**config.mk**
```make
export PLATFORM = sky130hd
export DESIGN_NAME = ao486_ifill_bridge
export DESIGN_NICKNAME = d
export VERILOG_FILES = /design/src/hdl/ifill_pkg.sv /design/src/hdl/ifill_req_issuer.sv /design/src/hdl/l15_resp_decoder.sv /design/src/hdl/fetch_line_streamer.sv /design/src/hdl/ao486_ifill_bridge.sv
export VERILOG_INCLUDE_DIRS = /design/src /design/src/hdl
export SDC_FILE = /design/constraint.sdc
export NUM_CORES = 1
export LEC_CHECK = 0
export BUFFER_PORTS_ARGS = -buffer_cell sky130_fd_sc_hd__buf_4
export CORE_MARGIN = 3
export CORE_UTILIZATION = 47
export DETAILED_ROUTE_END_ITERATION = 7
export PLACE_DENSITY = 0.77
export SLEW_MARGIN = 15
export SYNTH_ARGS = -nofsm -noshare
export SYNTH_HDL_FRONTEND = slang
export SYNTH_SLANG_ARGS = --single-unit
```
**constraint.sdc**
```tcl
create_clock -name clk -period 12.41 [get_ports clk]
set_input_delay 0.6205 -clock clk [delete_from_list [all_inputs] [get_ports clk]]
set_output_delay 0.6205 -clock clk [all_outputs]
set_load 0.1 [all_outputs]
```
**src/hdl/ifill_defs.svh**
```systemverilog
/*
 * Shared constants for the instruction-fill bridge:
 * L1.5 request and return type codes, the PCX size code,
 * and the address and data widths used by the RTL and testbench
 */

`ifndef IFILL_DEFS_SVH
`define IFILL_DEFS_SVH

// Request type sent to the L1.5 for an instruction miss
`define IMISS_RQ        5'b10000

// Return types coming back from the L1.5
// Instruction fill carries the line in data_2 and data_3
`define IFILL_RET       4'b0001
// Interrupt return carries the wake field in data_0
`define INT_RET         4'b0111

// PCX size code for a four-byte access
`define PCX_SZ_4B       3'b010

// Core side address width
`define CORE_ADDR_W     32

// L1.5 side address width, core address is sign-extended up to this
`define L15_ADDR_W      40

// Low address bits cleared to align a fetch to the cache line
`define LINE_OFFSET_W   5

// Width of one instruction word handed to the core
`define WORD_W          32

// Width of each L1.5 data beat
`define L15_DATA_W      64

// LSB of the two-bit wake field inside data_0 of an interrupt return
`define WAKE_FIELD_LO   16

`endif

```
**src/hdl/ifill_pkg.sv**
```systemverilog
/*
 * Bus types for the instruction-fill bridge:
 * the L1.5 request and response bundles, the four-word fill
 * line and the fetch bundle returned to the core
 */

`include "ifill_defs.svh"

package ifill_pkg;

    // Request toward the L1.5, 49 bits
    typedef struct packed {
        logic                   val;
        logic [4:0]             rqtype;
        logic [`L15_ADDR_W-1:0] address;
        logic [2:0]             size;
    } l15_req_t;

    // Response from the L1.5
    // Only the beats this bridge looks at are carried
    typedef struct packed {
        logic                   val;
        logic [3:0]             returntype;
        // Interrupt payload, wake field lives here
        logic [`L15_DATA_W-1:0] data_0;
        // Fill words 0 and 1, big-endian
        logic [`L15_DATA_W-1:0] data_2;
        // Fill words 2 and 3, big-endian
        logic [`L15_DATA_W-1:0] data_3;
    } l15_resp_t;

    // Byte-swapped fill line, word 0 in the top bits
    // so the whole struct reads as the assembled line
    typedef struct packed {
        logic [`WORD_W-1:0] word_0;
        logic [`WORD_W-1:0] word_1;
        logic [`WORD_W-1:0] word_2;
        logic [`WORD_W-1:0] word_3;
    } fill_words_t;

    // Fetch data handed back to the core
    typedef struct packed {
        // Current word of the line being streamed
        logic [`WORD_W-1:0]   partial;
        // Line built up as the words go out
        logic [4*`WORD_W-1:0] line;
        // High with each valid partial word
        logic                 partial_done;
        // High together with the last word
        logic                 done;
    } core_fetch_t;

endpackage

```
**src/hdl/ifill_req_issuer.sv**
```systemverilog
/*
 * Request side of the fetch bridge:
 * accepts core code-fetch strobes once the core is awake and
 * drives a held instruction-miss request until the header ack
 */

`include "ifill_defs.svh"

module ifill_req_issuer (
    input  logic                    clk,
    input  logic                    rst_n,
    input  logic                    awake,
    input  logic                    readcode_do,
    input  logic [`CORE_ADDR_W-1:0] readcode_address,
    input  logic                    header_ack,
    input  logic                    fill_done,
    output ifill_pkg::l15_req_t     l15_req
);

    // Idle, request on the bus, waiting for the fill
    typedef enum logic [1:0] {
        ST_IDLE,
        ST_REQ,
        ST_PEND
    } state_t;

    state_t                  state;
    logic [`CORE_ADDR_W-1:0] addr_q;
    logic                    accept;

    // Strobes only count when awake and nothing is in flight
    assign accept = awake && readcode_do && (state == ST_IDLE);

    always_ff @(posedge clk) begin
        if (!rst_n) begin
            state <= ST_IDLE;
        end else begin
            case (state)
                ST_IDLE: begin
                    // Val becomes visible the cycle after the strobe
                    if (accept) begin
                        state <= ST_REQ;
                    end
                end
                ST_REQ: begin
                    // Hold until the cache takes the header
                    if (header_ack) begin
                        state <= fill_done ? ST_IDLE : ST_PEND;
                    end
                end
                ST_PEND: begin
                    if (fill_done) begin
                        state <= ST_IDLE;
                    end
                end
                default: begin
                    state <= ST_IDLE;
                end
            endcase
        end
    end

    // Line-aligned fetch address, captured on an accepted strobe
    always_ff @(posedge clk) begin
        if (!rst_n) begin
            addr_q <= '0;
        end else if (accept) begin
            addr_q <= {readcode_address[`CORE_ADDR_W-1:`LINE_OFFSET_W],
                       {`LINE_OFFSET_W{1'b0}}};
        end
    end

    // All request fields read zero while the core sleeps
    always_comb begin
        l15_req = '0;
        if (awake) begin
            l15_req.val     = (state == ST_REQ);
            l15_req.rqtype  = `IMISS_RQ;
            // Fetch width is fixed at one word
            l15_req.size    = `PCX_SZ_4B;
            // Sign-extend the core address onto the wider cache address
            l15_req.address = {{(`L15_ADDR_W - `CORE_ADDR_W){addr_q[`CORE_ADDR_W-1]}},
                               addr_q};
        end
    end

endmodule

```
**src/hdl/l15_resp_decoder.sv**
```systemverilog
/*
 * Response side of the fetch bridge:
 * acks every cache response, latches the wake-up interrupt and
 * captures instruction fills with big to little endian swap
 */

`include "ifill_defs.svh"

module l15_resp_decoder (
    input  logic                   clk,
    input  logic                   rst_n,
    input  ifill_pkg::l15_resp_t   resp,
    output logic                   req_ack,
    output logic                   awake,
    output logic                   fill_done,
    output logic                   line_valid,
    output ifill_pkg::fill_words_t line_words
);

    import ifill_pkg::*;

    // Reverse byte order of one 32-bit word
    function automatic logic [`WORD_W-1:0] bswap(input logic [`WORD_W-1:0] w);
        return {w[7:0], w[15:8], w[23:16], w[31:24]};
    endfunction

    logic        wake_hit;
    logic        fill_hit;
    logic        awake_q;
    logic        fill_q;
    fill_words_t swapped;

    // Every response is acked in the same cycle
    assign req_ack = resp.val;

    // Interrupt with wake field set to one releases the core
    assign wake_hit = resp.val && (resp.returntype == `INT_RET) &&
                      (resp.data_0[`WAKE_FIELD_LO +: 2] == 2'b01);

    assign fill_hit = resp.val && (resp.returntype == `IFILL_RET);

    // Upper half of each beat is the earlier word
    always_comb begin
        swapped.word_0 = bswap(resp.data_2[`L15_DATA_W-1:`WORD_W]);
        swapped.word_1 = bswap(resp.data_2[`WORD_W-1:0]);
        swapped.word_2 = bswap(resp.data_3[`L15_DATA_W-1:`WORD_W]);
        swapped.word_3 = bswap(resp.data_3[`WORD_W-1:0]);
    end

    // Wake flag is sticky until reset
    always_ff @(posedge clk) begin
        if (!rst_n) begin
            awake_q <= 1'b0;
        end else if (wake_hit) begin
            awake_q <= 1'b1;
        end
    end

    // One-cycle pulse per fill
    always_ff @(posedge clk) begin
        if (!rst_n) begin
            fill_q <= 1'b0;
        end else begin
            fill_q <= fill_hit;
        end
    end

    // Fill line register, loaded only on a fill return
    always_ff @(posedge clk) begin
        if (fill_hit) begin
            line_words <= swapped;
        end
    end

    assign awake = awake_q;

    // Same pulse closes the request and starts the stream
    assign fill_done  = fill_q;
    assign line_valid = fill_q;

endmodule

```
**src/hdl/fetch_line_streamer.sv**
```systemverilog
/*
 * Core side of the fetch bridge:
 * sends the four fill words one per cycle with a strobe each,
 * builds the 128-bit line and flags the last word
 */

`include "ifill_defs.svh"

module fetch_line_streamer (
    input  logic                   clk,
    input  logic                   rst_n,
    input  logic                   awake,
    input  logic                   line_valid,
    input  ifill_pkg::fill_words_t line_words,
    output ifill_pkg::core_fetch_t fetch
);

    import ifill_pkg::*;

    fill_words_t          words_q;
    // Index of the next word to send while active
    logic [1:0]           word_cnt;
    logic                 active;
    logic [`WORD_W-1:0]   next_word;
    logic [`WORD_W-1:0]   partial_q;
    logic [4*`WORD_W-1:0] line_q;
    logic                 pdone_q;
    logic                 done_q;

    // Word 0 goes straight from line_words, the rest from words_q
    always_comb begin
        case (word_cnt)
            2'd1:    next_word = words_q.word_1;
            2'd2:    next_word = words_q.word_2;
            2'd3:    next_word = words_q.word_3;
            default: next_word = words_q.word_0;
        endcase
    end

    // Sequencer, a new line restarts from word 0
    always_ff @(posedge clk) begin
        if (!rst_n) begin
            active   <= 1'b0;
            word_cnt <= 2'd0;
            pdone_q  <= 1'b0;
            done_q   <= 1'b0;
        end else if (line_valid) begin
            active   <= 1'b1;
            word_cnt <= 2'd1;
            pdone_q  <= 1'b1;
            done_q   <= 1'b0;
        end else if (active) begin
            pdone_q  <= 1'b1;
            word_cnt <= word_cnt + 2'd1;
            // Last word ends the stream
            if (word_cnt == 2'd3) begin
                active <= 1'b0;
                done_q <= 1'b1;
            end else begin
                done_q <= 1'b0;
            end
        end else begin
            pdone_q <= 1'b0;
            done_q  <= 1'b0;
        end
    end

    // Word data and line build-up
    always_ff @(posedge clk) begin
        if (line_valid) begin
            words_q   <= line_words;
            partial_q <= line_words.word_0;
            // Line starts clean with word 0 at the bottom
            line_q    <= {{(3*`WORD_W){1'b0}}, line_words.word_0};
        end else if (active) begin
            partial_q <= next_word;
            // Older words move up, new word enters low
            line_q    <= {line_q[3*`WORD_W-1:0], next_word};
        end
    end

    // Core sees nothing until it is woken
    always_comb begin
        fetch = '0;
        if (awake) begin
            fetch.partial      = partial_q;
            fetch.line         = line_q;
            fetch.partial_done = pdone_q;
            fetch.done         = done_q;
        end
    end

endmodule

```
**src/hdl/ao486_ifill_bridge.sv**
```systemverilog
/*
 * Instruction-fetch bridge between the x86 core and the L1.5:
 * request issuer, response decoder and line streamer
 */

`include "ifill_defs.svh"

module ao486_ifill_bridge (
    input  logic                    clk,
    input  logic                    rst_n,
    // Core fetch strobe and address
    input  logic                    readcode_do,
    input  logic [`CORE_ADDR_W-1:0] readcode_address,
    // Cache side inputs
    input  logic                    header_ack,
    input  ifill_pkg::l15_resp_t    resp,
    // Cache side outputs
    output ifill_pkg::l15_req_t     l15_req,
    output logic                    req_ack,
    // Core side outputs
    output ifill_pkg::core_fetch_t  fetch,
    output logic                    core_wake
);

    import ifill_pkg::*;

    logic        awake;
    logic        fill_done;
    logic        line_valid;
    fill_words_t line_words;

    // Miss request toward the cache
    ifill_req_issuer ifill_req_issuer_inst (
        .clk              (clk),
        .rst_n            (rst_n),
        .awake            (awake),
        .readcode_do      (readcode_do),
        .readcode_address (readcode_address),
        .header_ack       (header_ack),
        .fill_done        (fill_done),
        .l15_req          (l15_req)
    );

    // Ack, wake-up and fill capture
    l15_resp_decoder l15_resp_decoder_inst (
        .clk        (clk),
        .rst_n      (rst_n),
        .resp       (resp),
        .req_ack    (req_ack),
        .awake      (awake),
        .fill_done  (fill_done),
        .line_valid (line_valid),
        .line_words (line_words)
    );

    // Word stream back to the core
    fetch_line_streamer fetch_line_streamer_inst (
        .clk        (clk),
        .rst_n      (rst_n),
        .awake      (awake),
        .line_valid (line_valid),
        .line_words (line_words),
        .fetch      (fetch)
    );

    assign core_wake = awake;

endmodule

```
==> results.py, run 1 <==
metrics = {
    "layout": {
        "antenna_cells": 0,
        "nets": 1682,
        "layoutNonFillerInstCount": 1921,
        "area_growth_pct": 26.1,
        "drive_gt1_share_pct": 30.8,
        "post-route-cell-area_sq_um": 19900,
    },
    "placed_design": {
        "post_dp_cell_area_sq_um": 18400,
        "gp_congestion": 0.790,
        "io_buffers": 367,
        "dp_slack_ns": 8.72,
        "post-place-cells": 1843,
        "dp_hpwl_um": 23500,
    },
    "synthesis": {
        "ys_dominant_reg_cell": "edfxtp_1",
        "synthCells": 1138,
        "synth_edf_count": 288,
        "netlist_area_sq_um": 15800,
        "yosysUniqueCellTypes": 39,
        "synth_top_area_share_pct": 54.8,
        "yosysWarnings": 0,
        "async_flop_share_pct": 0,
        "syn_area_per_cell_sq_um": 13.9,
        "ys_seq_area_share_pct": 71.5,
        "synth_area_leaders": "edfxtp_1, dfxtp_1, and2_1",
        "yosys.area.top_type": "edfxtp_1",
        "synth-seq-cells": 420,
    },
    "worst_setup_path": {
        "worstPathMaxFanout": 117,
        "cp.arrival_ns": 2.61,
        "cp_cell_sequence": "buf_4 > and2_1 > buf_4",
        "rr_startpoint": "l15_resp_decoder_inst.fill_done",
        "crit_type": "register to output pin",
        "cp_common_cell": "buf_4",
        "max_stage_delay_ns": 0.78,
        "crit_path_start_kind": "register",
        "end_kind": "output pin",
        "crit_start": "l15_resp_decoder_inst.awake",
        "cpMaxStageDelayCell": "buf_4",
        "required_ns": 11.79,
    },
    "clock_network": {
        "clk_path_buf_depth": 3,
        "cts_tree": "built",
        "cts_resized": 0,
        "cts_buffers": 42,
        "htreeDepth": 2,
        "holdBufCountCts": 0,
        "clkSlewWorstSetupHoldPaths_ns": 0.06,
        "cts_setup_buffers": 0,
        "clock_latency_ns": 0.53,
        "cts_root_buf": "clkbuf_16",
        "clock_sinks": 420,
    },
    "sta": {
        "worst_pin_slew_ns": 1.01,
        "slew_headroom_pct": 32.9,
        "max_freq_mhz": 310,
        "hold_slack_ns": 0.260,
        "hold_viol_final": 0,
        "rsz0062_at_grt": "false",
        "tns_ns": 0,
        "layout_setup_ws_ns": 9.18,
        "final_max_slew_viol_count": 0,
        "setup_violations": 0,
        "finalCritPeriodShare_pct": 26.0,
        "post-route-min-period_ns": 3.23,
        "finClkSkew_ns": 0.0136,
    },
    "die": {
        "core_area_sq_um": 32900,
        "ios": 446,
        "fp.dieH_um": 189,
        "rows": 66,
        "die_x_um": 189,
        "initial_core_util_pct": 48.1,
        "die_area_sq_um": 35800,
    },
    "global_route": {
        "grt_pass1_vias": 9485,
        "overflow": 0,
        "grt_start_max_net_pins": 165,
        "grt_pass1_wl_um": 53500,
        "antenna_found_initial": 0,
        "track_usage_pct": 19.0,
    },
    "routing": {
        "drt_iter0_markers": 573,
        "wirelength_um": 35000,
        "vias": 9623,
        "postRouteAntennaNets": 0,
        "drc": 0,
        "avgRoutedWirePerCell_um": 18.2,
        "viasPerCell": 5.01,
        "dr.pass1.iters": 5,
    },
    "power_and_ir_drop": {
        "ir_drop_mv": 0.129,
        "powerDensity_nw_per_um2": 154,
        "power.leakage_uw": 0.00759,
    },
    "job": {
        "cap_viol_max_count": 0,
    },
    "min_path": {
        "hold_path.class": "input pin to register",
        "min_from": "resp[24]",
    },
    "outcome": {
        "status": "completed",
    },
}
==> where the power goes <==
| group | internal [uW] | switching [uW] |
|---|---|---|
| logic | 66.9 | 77.3 |
| registers | 1560 | 49.0 |
| clock network | 797 | 518 |
==> through the flow <==
stage | power (uW) | util [%]
after global routing | 3180 | 60.6
after CTS | 3100 | 60.6
after global placement | 1770 | 56.1
after floorplan | 1710 | -
final | 3070 | 60.6
after detailed placement | 1780 | 56.1
==> final timing paths <==
| kind | endpoint | slack (ns) | cells past startpoint |
|---|---|---|---|
| setup / recovery | fetch[133] | 9.18 | 3 |
| hold / removal | l15_resp_decoder_inst.line_words[0] | 0.26 | 1 |
| setup reg to reg | fetch_line_streamer_inst.partial_q[17] | 9.28 | 5 |
| hold reg to reg | fetch_line_streamer_inst.words_q[72] | 0.41 | 0 |
==> flip-flops by register name (all words and copies together), names as in the netlist <==
signal and cells:
l15_resp_decoder_inst.fill_done 1, fetch_line_streamer_inst.active 1, fetch_line_streamer_inst.words_q 128, ifill_req_issuer_inst.addr_q 27, ifill_req_issuer_inst.state 2, fetch_line_streamer_inst.pdone_q 1, l15_resp_decoder_inst.awake 1, fetch_line_streamer_inst.done_q 1
fetch_line_streamer_inst.partial_q 32, fetch_line_streamer_inst.line_q 96, fetch_line_streamer_inst.word_cnt 2, l15_resp_decoder_inst.line_words 128
==> logic make-up after synthesis <==
kind of cell | share of synthesized area (%)
multiplexers | 6.22
AND/OR/NAND/NOR | 11.4
other | 0.0237
buffers and inverters | 5.28
XOR/XNOR | 0.0555
AO/OA/AOI/OAI | 5.16
flip-flops | 71.5
adder cells (fa/ha/maj) | 0.317
==> layout make-up <==
type	instances	area [sq um]
Fill cell	2499	13000
Sequential cell	420	11300
Multi-Input combinational cell	599	3710
Timing Repair Buffer	378	2850
Clock buffer	55	1170
Tap cell	442	553
Clock inverter	23	305
Inverter	4	15.0
==> synth_stat cells (4+ instances only) <==
master	number
edfxtp_1	288
nand3_1	27
o22ai_1	31
dfxtp_1	132
nand2_1	61
nor2_1	101
a22oi_1	32
o21ai_0	26
a31oi_1	31
clkbuf_1	32
buf_2	15
and2_1	159
buf_6	4
mux2i_1	97
clkbuf_8	5
ha_1	4
buf_4	65
==> per-layer routing <==
layer  GRT usage [%]  vias up  wire length, um
li1                -     4615                -
met1            26.4     4574            15100
met2            30.3      352            16600
met3            3.33       82             2150
met4            6.71        0             1270
met5               0        -                0
==> cells in the final DEF, fill, tap and decap left out, types with 2 or more instances in the layout <==
cell type | Yosys | final
o21a_1 | 2 | 2
clkbuf_8 | 5 | 5
nand2_1 | 61 | 61
a31oi_1 | 31 | 31
clkinv_2 | 0 | 7
clkinv_8 | 0 | 2
clkbuf_1 | 32 | 7
o21ai_0 | 26 | 26
buf_4 | 65 | 377
a22oi_1 | 32 | 32
nand3_1 | 27 | 27
clkinvlp_4 | 0 | 2
conb_1 | 1 | 11
edfxtp_1 | 288 | 288
nor2_1 | 101 | 100
mux2i_1 | 97 | 97
clkinv_1 | 1 | 2
inv_1 | 3 | 3
bufinv_16 | 0 | 6
dfxtp_1 | 132 | 129
a21boi_0 | 2 | 2
and2_1 | 159 | 159
inv_6 | 0 | 2
clkbuf_16 | 0 | 43
clkinv_4 | 0 | 2
o22ai_1 | 31 | 31
ha_1 | 4 | 4
nand2b_1 | 2 | 2
dfxtp_4 | 0 | 3
==> worst max-delay path, delay by kind of cell (launching register included) <==
| family | cells | cell delay (ns) |
|---|---|---|
| AND/OR/NAND/NOR | 1 | 0.33 |
| buffers and inverters | 2 | 1.11 |
| flip-flops | 1 | 0.57 |
No activity file was read; power rests on OpenSTA's default activity.
==> inputs of run 2 (changes only) <==
--- a/config.mk
+++ b/config.mk
@@ -10,7 +10,7 @@
 export CORE_MARGIN = 3
 export CORE_UTILIZATION = 47
 export DETAILED_ROUTE_END_ITERATION = 7
-export PLACE_DENSITY = 0.77
+export PLACE_DENSITY = 0.8
 export SLEW_MARGIN = 15
 export SYNTH_ARGS = -nofsm -noshare
 export SYNTH_HDL_FRONTEND = slang
==> constraint.sdc (replaced) <==
create_clock -name clk -period 2.6 [get_ports clk]
set_input_delay 0.13 -clock clk [delete_from_list [all_inputs] [get_ports clk]]
set_output_delay 0.13 -clock clk [all_outputs]
set_load 0.1 [all_outputs]
==> run 2 against run 1 <==
Global-route usage increased by 3.5 points; total power rose to 4.7 times the previous value; via count up 11%; highest routed layer unchanged.
==> results.py, run 2 (synthesis gave the netlist of run 1 again) <==
metrics = {
    "outcome": {
        "status": "completed",
    },
    "die": {
        "ios": 446,
        "initial_core_util_pct": 48.1,
        "rows": 66,
        "fp.dieH_um": 189,
        "die_area_sq_um": 35800,
        "core_area_sq_um": 32900,
        "die_x_um": 189,
    },
    "min_path": {
        "min_to": "l15_resp_decoder_inst.awake",
        "min_from": "resp[192]",
        "min_path_cells": 4,
        "hold_path.class": "input pin to register",
    },
    "layout": {
        "area_growth_pct": 35.8,
        "seqCellArea_sq_um": 11300,
        "multi_input_area_sq_um": 3720,
        "drive_gt1_share_pct": 27.5,
        "final_cell_mix": "buf_4, edfxtp_1, and2_1, dlygate4sd3_1, dfxtp_1",
        "fill_cells": 2266,
        "final_common_cell": "buf_4",
        "top_regs": "fetch_line_streamer_inst.words_q (128), l15_resp_decoder_inst.line_words (128), fetch_line_streamer_inst.line_q (96)",
        "nets": 1843,
    },
    "worst_setup_path": {
        "cp.arrival_ns": 2.07,
        "end_kind": "output pin",
        "r2r_cells": 6,
        "crit_family": "flip-flops",
        "cp_cell_sequence": "buf_12 > and2_1 > buf_4",
        "max_stage_delay_ns": 0.64,
        "rr_startpoint": "fetch_line_streamer_inst.word_cnt[0]",
        "crit_path_start_kind": "register",
        "worstSetupPathDepth": 3,
        "worstPathMaxFanout": 54,
        "reg2reg_setup_slack_ns": 0.56,
        "cp.buffers_inverters": 2,
        "cpMaxStageDelayCell": "dfxtp_4",
        "r2r_end": "fetch_line_streamer_inst.partial_q[16]",
        "required_ns": 2.47,
        "crit_type": "register to output pin",
    },
    "power_and_ir_drop": {
        "p_sw_share_pct": 22.0,
        "ir_drop_mv": 0.861,
        "powerDensity_nw_per_um2": 677,
        "power.switching_uw": 3190,
        "internal_power_uw": 11300,
        "power.leakage_uw": 0.00823,
        "combinationalPowerShare_pct": 6.3,
        "seq_power_share_pct": 52.9,
        "p_total_uw": 14500,
        "clockPowerShare_pct": 40.8,
    },
    "global_route": {
        "grt_pass1_wl_um": 62500,
        "grt_pass1_vias": 10900,
        "grt_start_max_net_pins": 145,
        "overflow": 0,
        "antenna_found_initial": 0,
        "track_usage_pct": 22.5,
    },
    "job": {
        "cap_viol_max_count": 0,
    },
    "clock_network": {
        "htreeDepth": 2,
        "clk_path_buf_depth": 3,
        "cts_buffers": 42,
        "clkSlewWorstSetupHoldPaths_ns": 0.06,
        "clock_sinks": 420,
        "cts_root_buf": "clkbuf_16",
        "cts_tree": "built",
        "clock_latency_ns": 0.54,
    },
    "routing": {
        "avgRoutedWirePerCell_um": 20.0,
        "drt_iter0_markers": 766,
        "viasPerCell": 5.13,
        "vias": 10700,
        "dr.pass1.iters": 5,
        "postRouteAntennaNets": 0,
        "drc": 0,
        "wirelength_um": 41600,
    },
    "placed_design": {
        "dp_slack_ns": 0.629,
        "gp_congestion": 0.784,
        "io_buffers": 367,
        "dp_hpwl_um": 23900,
    },
    "sta": {
        "worst_pin_slew_ns": 1.07,
        "post-route-min-period_ns": 2.20,
        "setup_violations": 0,
        "slew_headroom_pct": 28.9,
        "finClkSkew_ns": 0.0156,
        "max_freq_mhz": 455,
        "finalCritPeriodShare_pct": 84.5,
        "tns_ns": 0,
        "final_max_slew_viol_count": 0,
        "rsz0062_at_grt": "false",
        "layout_setup_ws_ns": 0.402,
        "hold_viol_final": 0,
    },
}
==> run 2: changes by cell type in the layout (fill, tap and decap cells not counted), moves of 2 or more <==
cell / previous run / this run
buf_4: 377 / 374
bufinv_16: 6 / 3
clkinv_1: 2 / 4
clkinvlp_4: 2 / 0
buf_12: 1 / 6
clkinv_2: 7 / 11
clkinv_4: 2 / 0
clkbuf_8: 5 / 2
clkbuf_1: 7 / 10
dlygate4sd3_1: 0 / 159
==> run 2: power by group through the flow <==
stage               registers [uW]  logic [uW]  clock network [uW]
global placement              7800         670                   0
detailed placement            7810         698                   0
global route                  7710        1000                6340
CTS                           7670         896                5970
finish                        7670         917                5930
floorplan                     7710         451                   0
==> run 2: how the worst max path moves through the flow <==
| stage | startpoint | endpoint |
|---|---|---|
| finish | l15_resp_decoder_inst.awake | fetch[3] |
| global route | l15_resp_decoder_inst.awake | fetch[3] |
| CTS | l15_resp_decoder_inst.awake | fetch[3] |
| detailed placement | fetch_line_streamer_inst.word_cnt[0] | fetch_line_streamer_inst.partial_q[18] |
| global placement | fetch_line_streamer_inst.word_cnt[0] | fetch_line_streamer_inst.partial_q[14] |
| floorplan | resp[195] | l15_resp_decoder_inst.line_words[0] |
==> run 2: repair_timing <==
action,CTS,global route
hold buffers,159,0
endpoints found under the hold margin,158,0
endpoints found under the setup margin,0,0
buffers inserted,0,0
resized for setup,0,0
==> run 2: layout make-up <==
class	count	share of cell area, %
Inverter	4	0.0700
Sequential cell	420	52.7
Tap cell	442	2.58
Clock buffer	56	5.34
Clock inverter	20	0.921
Multi-Input combinational cell	599	17.3
Timing Repair Buffer	539	21.1
Antenna cell	1	0.0117
==> run 2: stage by stage <==
step	instances	instance area, sq um	hold WS [ns]	utilization, %
4_1_cts	2080	21500	0.0590	65.3
5_1_grt	2080	21500	0.102	65.3
2_1_floorplan	1148	15800	0.229	-
3_5_place_dp	1845	18500	0.309	56.3
3_3_place_gp	1845	18500	0.309	56.3
6_report	2081	21500	0.104	65.3
==> run 2: metal layers <==
layer	vias up	wire length, um	GRT usage [%]
met5	-	0	0
li1	4920	-	-
met2	537	21100	38.4
met3	122	2920	3.96
met1	5093	15700	28.0
met4	0	1920	10.3
==> run 2: worst register-to-register path, stage by stage (launching register included) <==
cell and delay (ns):
dfxtp_1 0.40, inv_1 0.09, ha_1 0.27, nand2b_1 0.35
buf_4 0.39, o22ai_1 0.16, a31oi_1 0.20
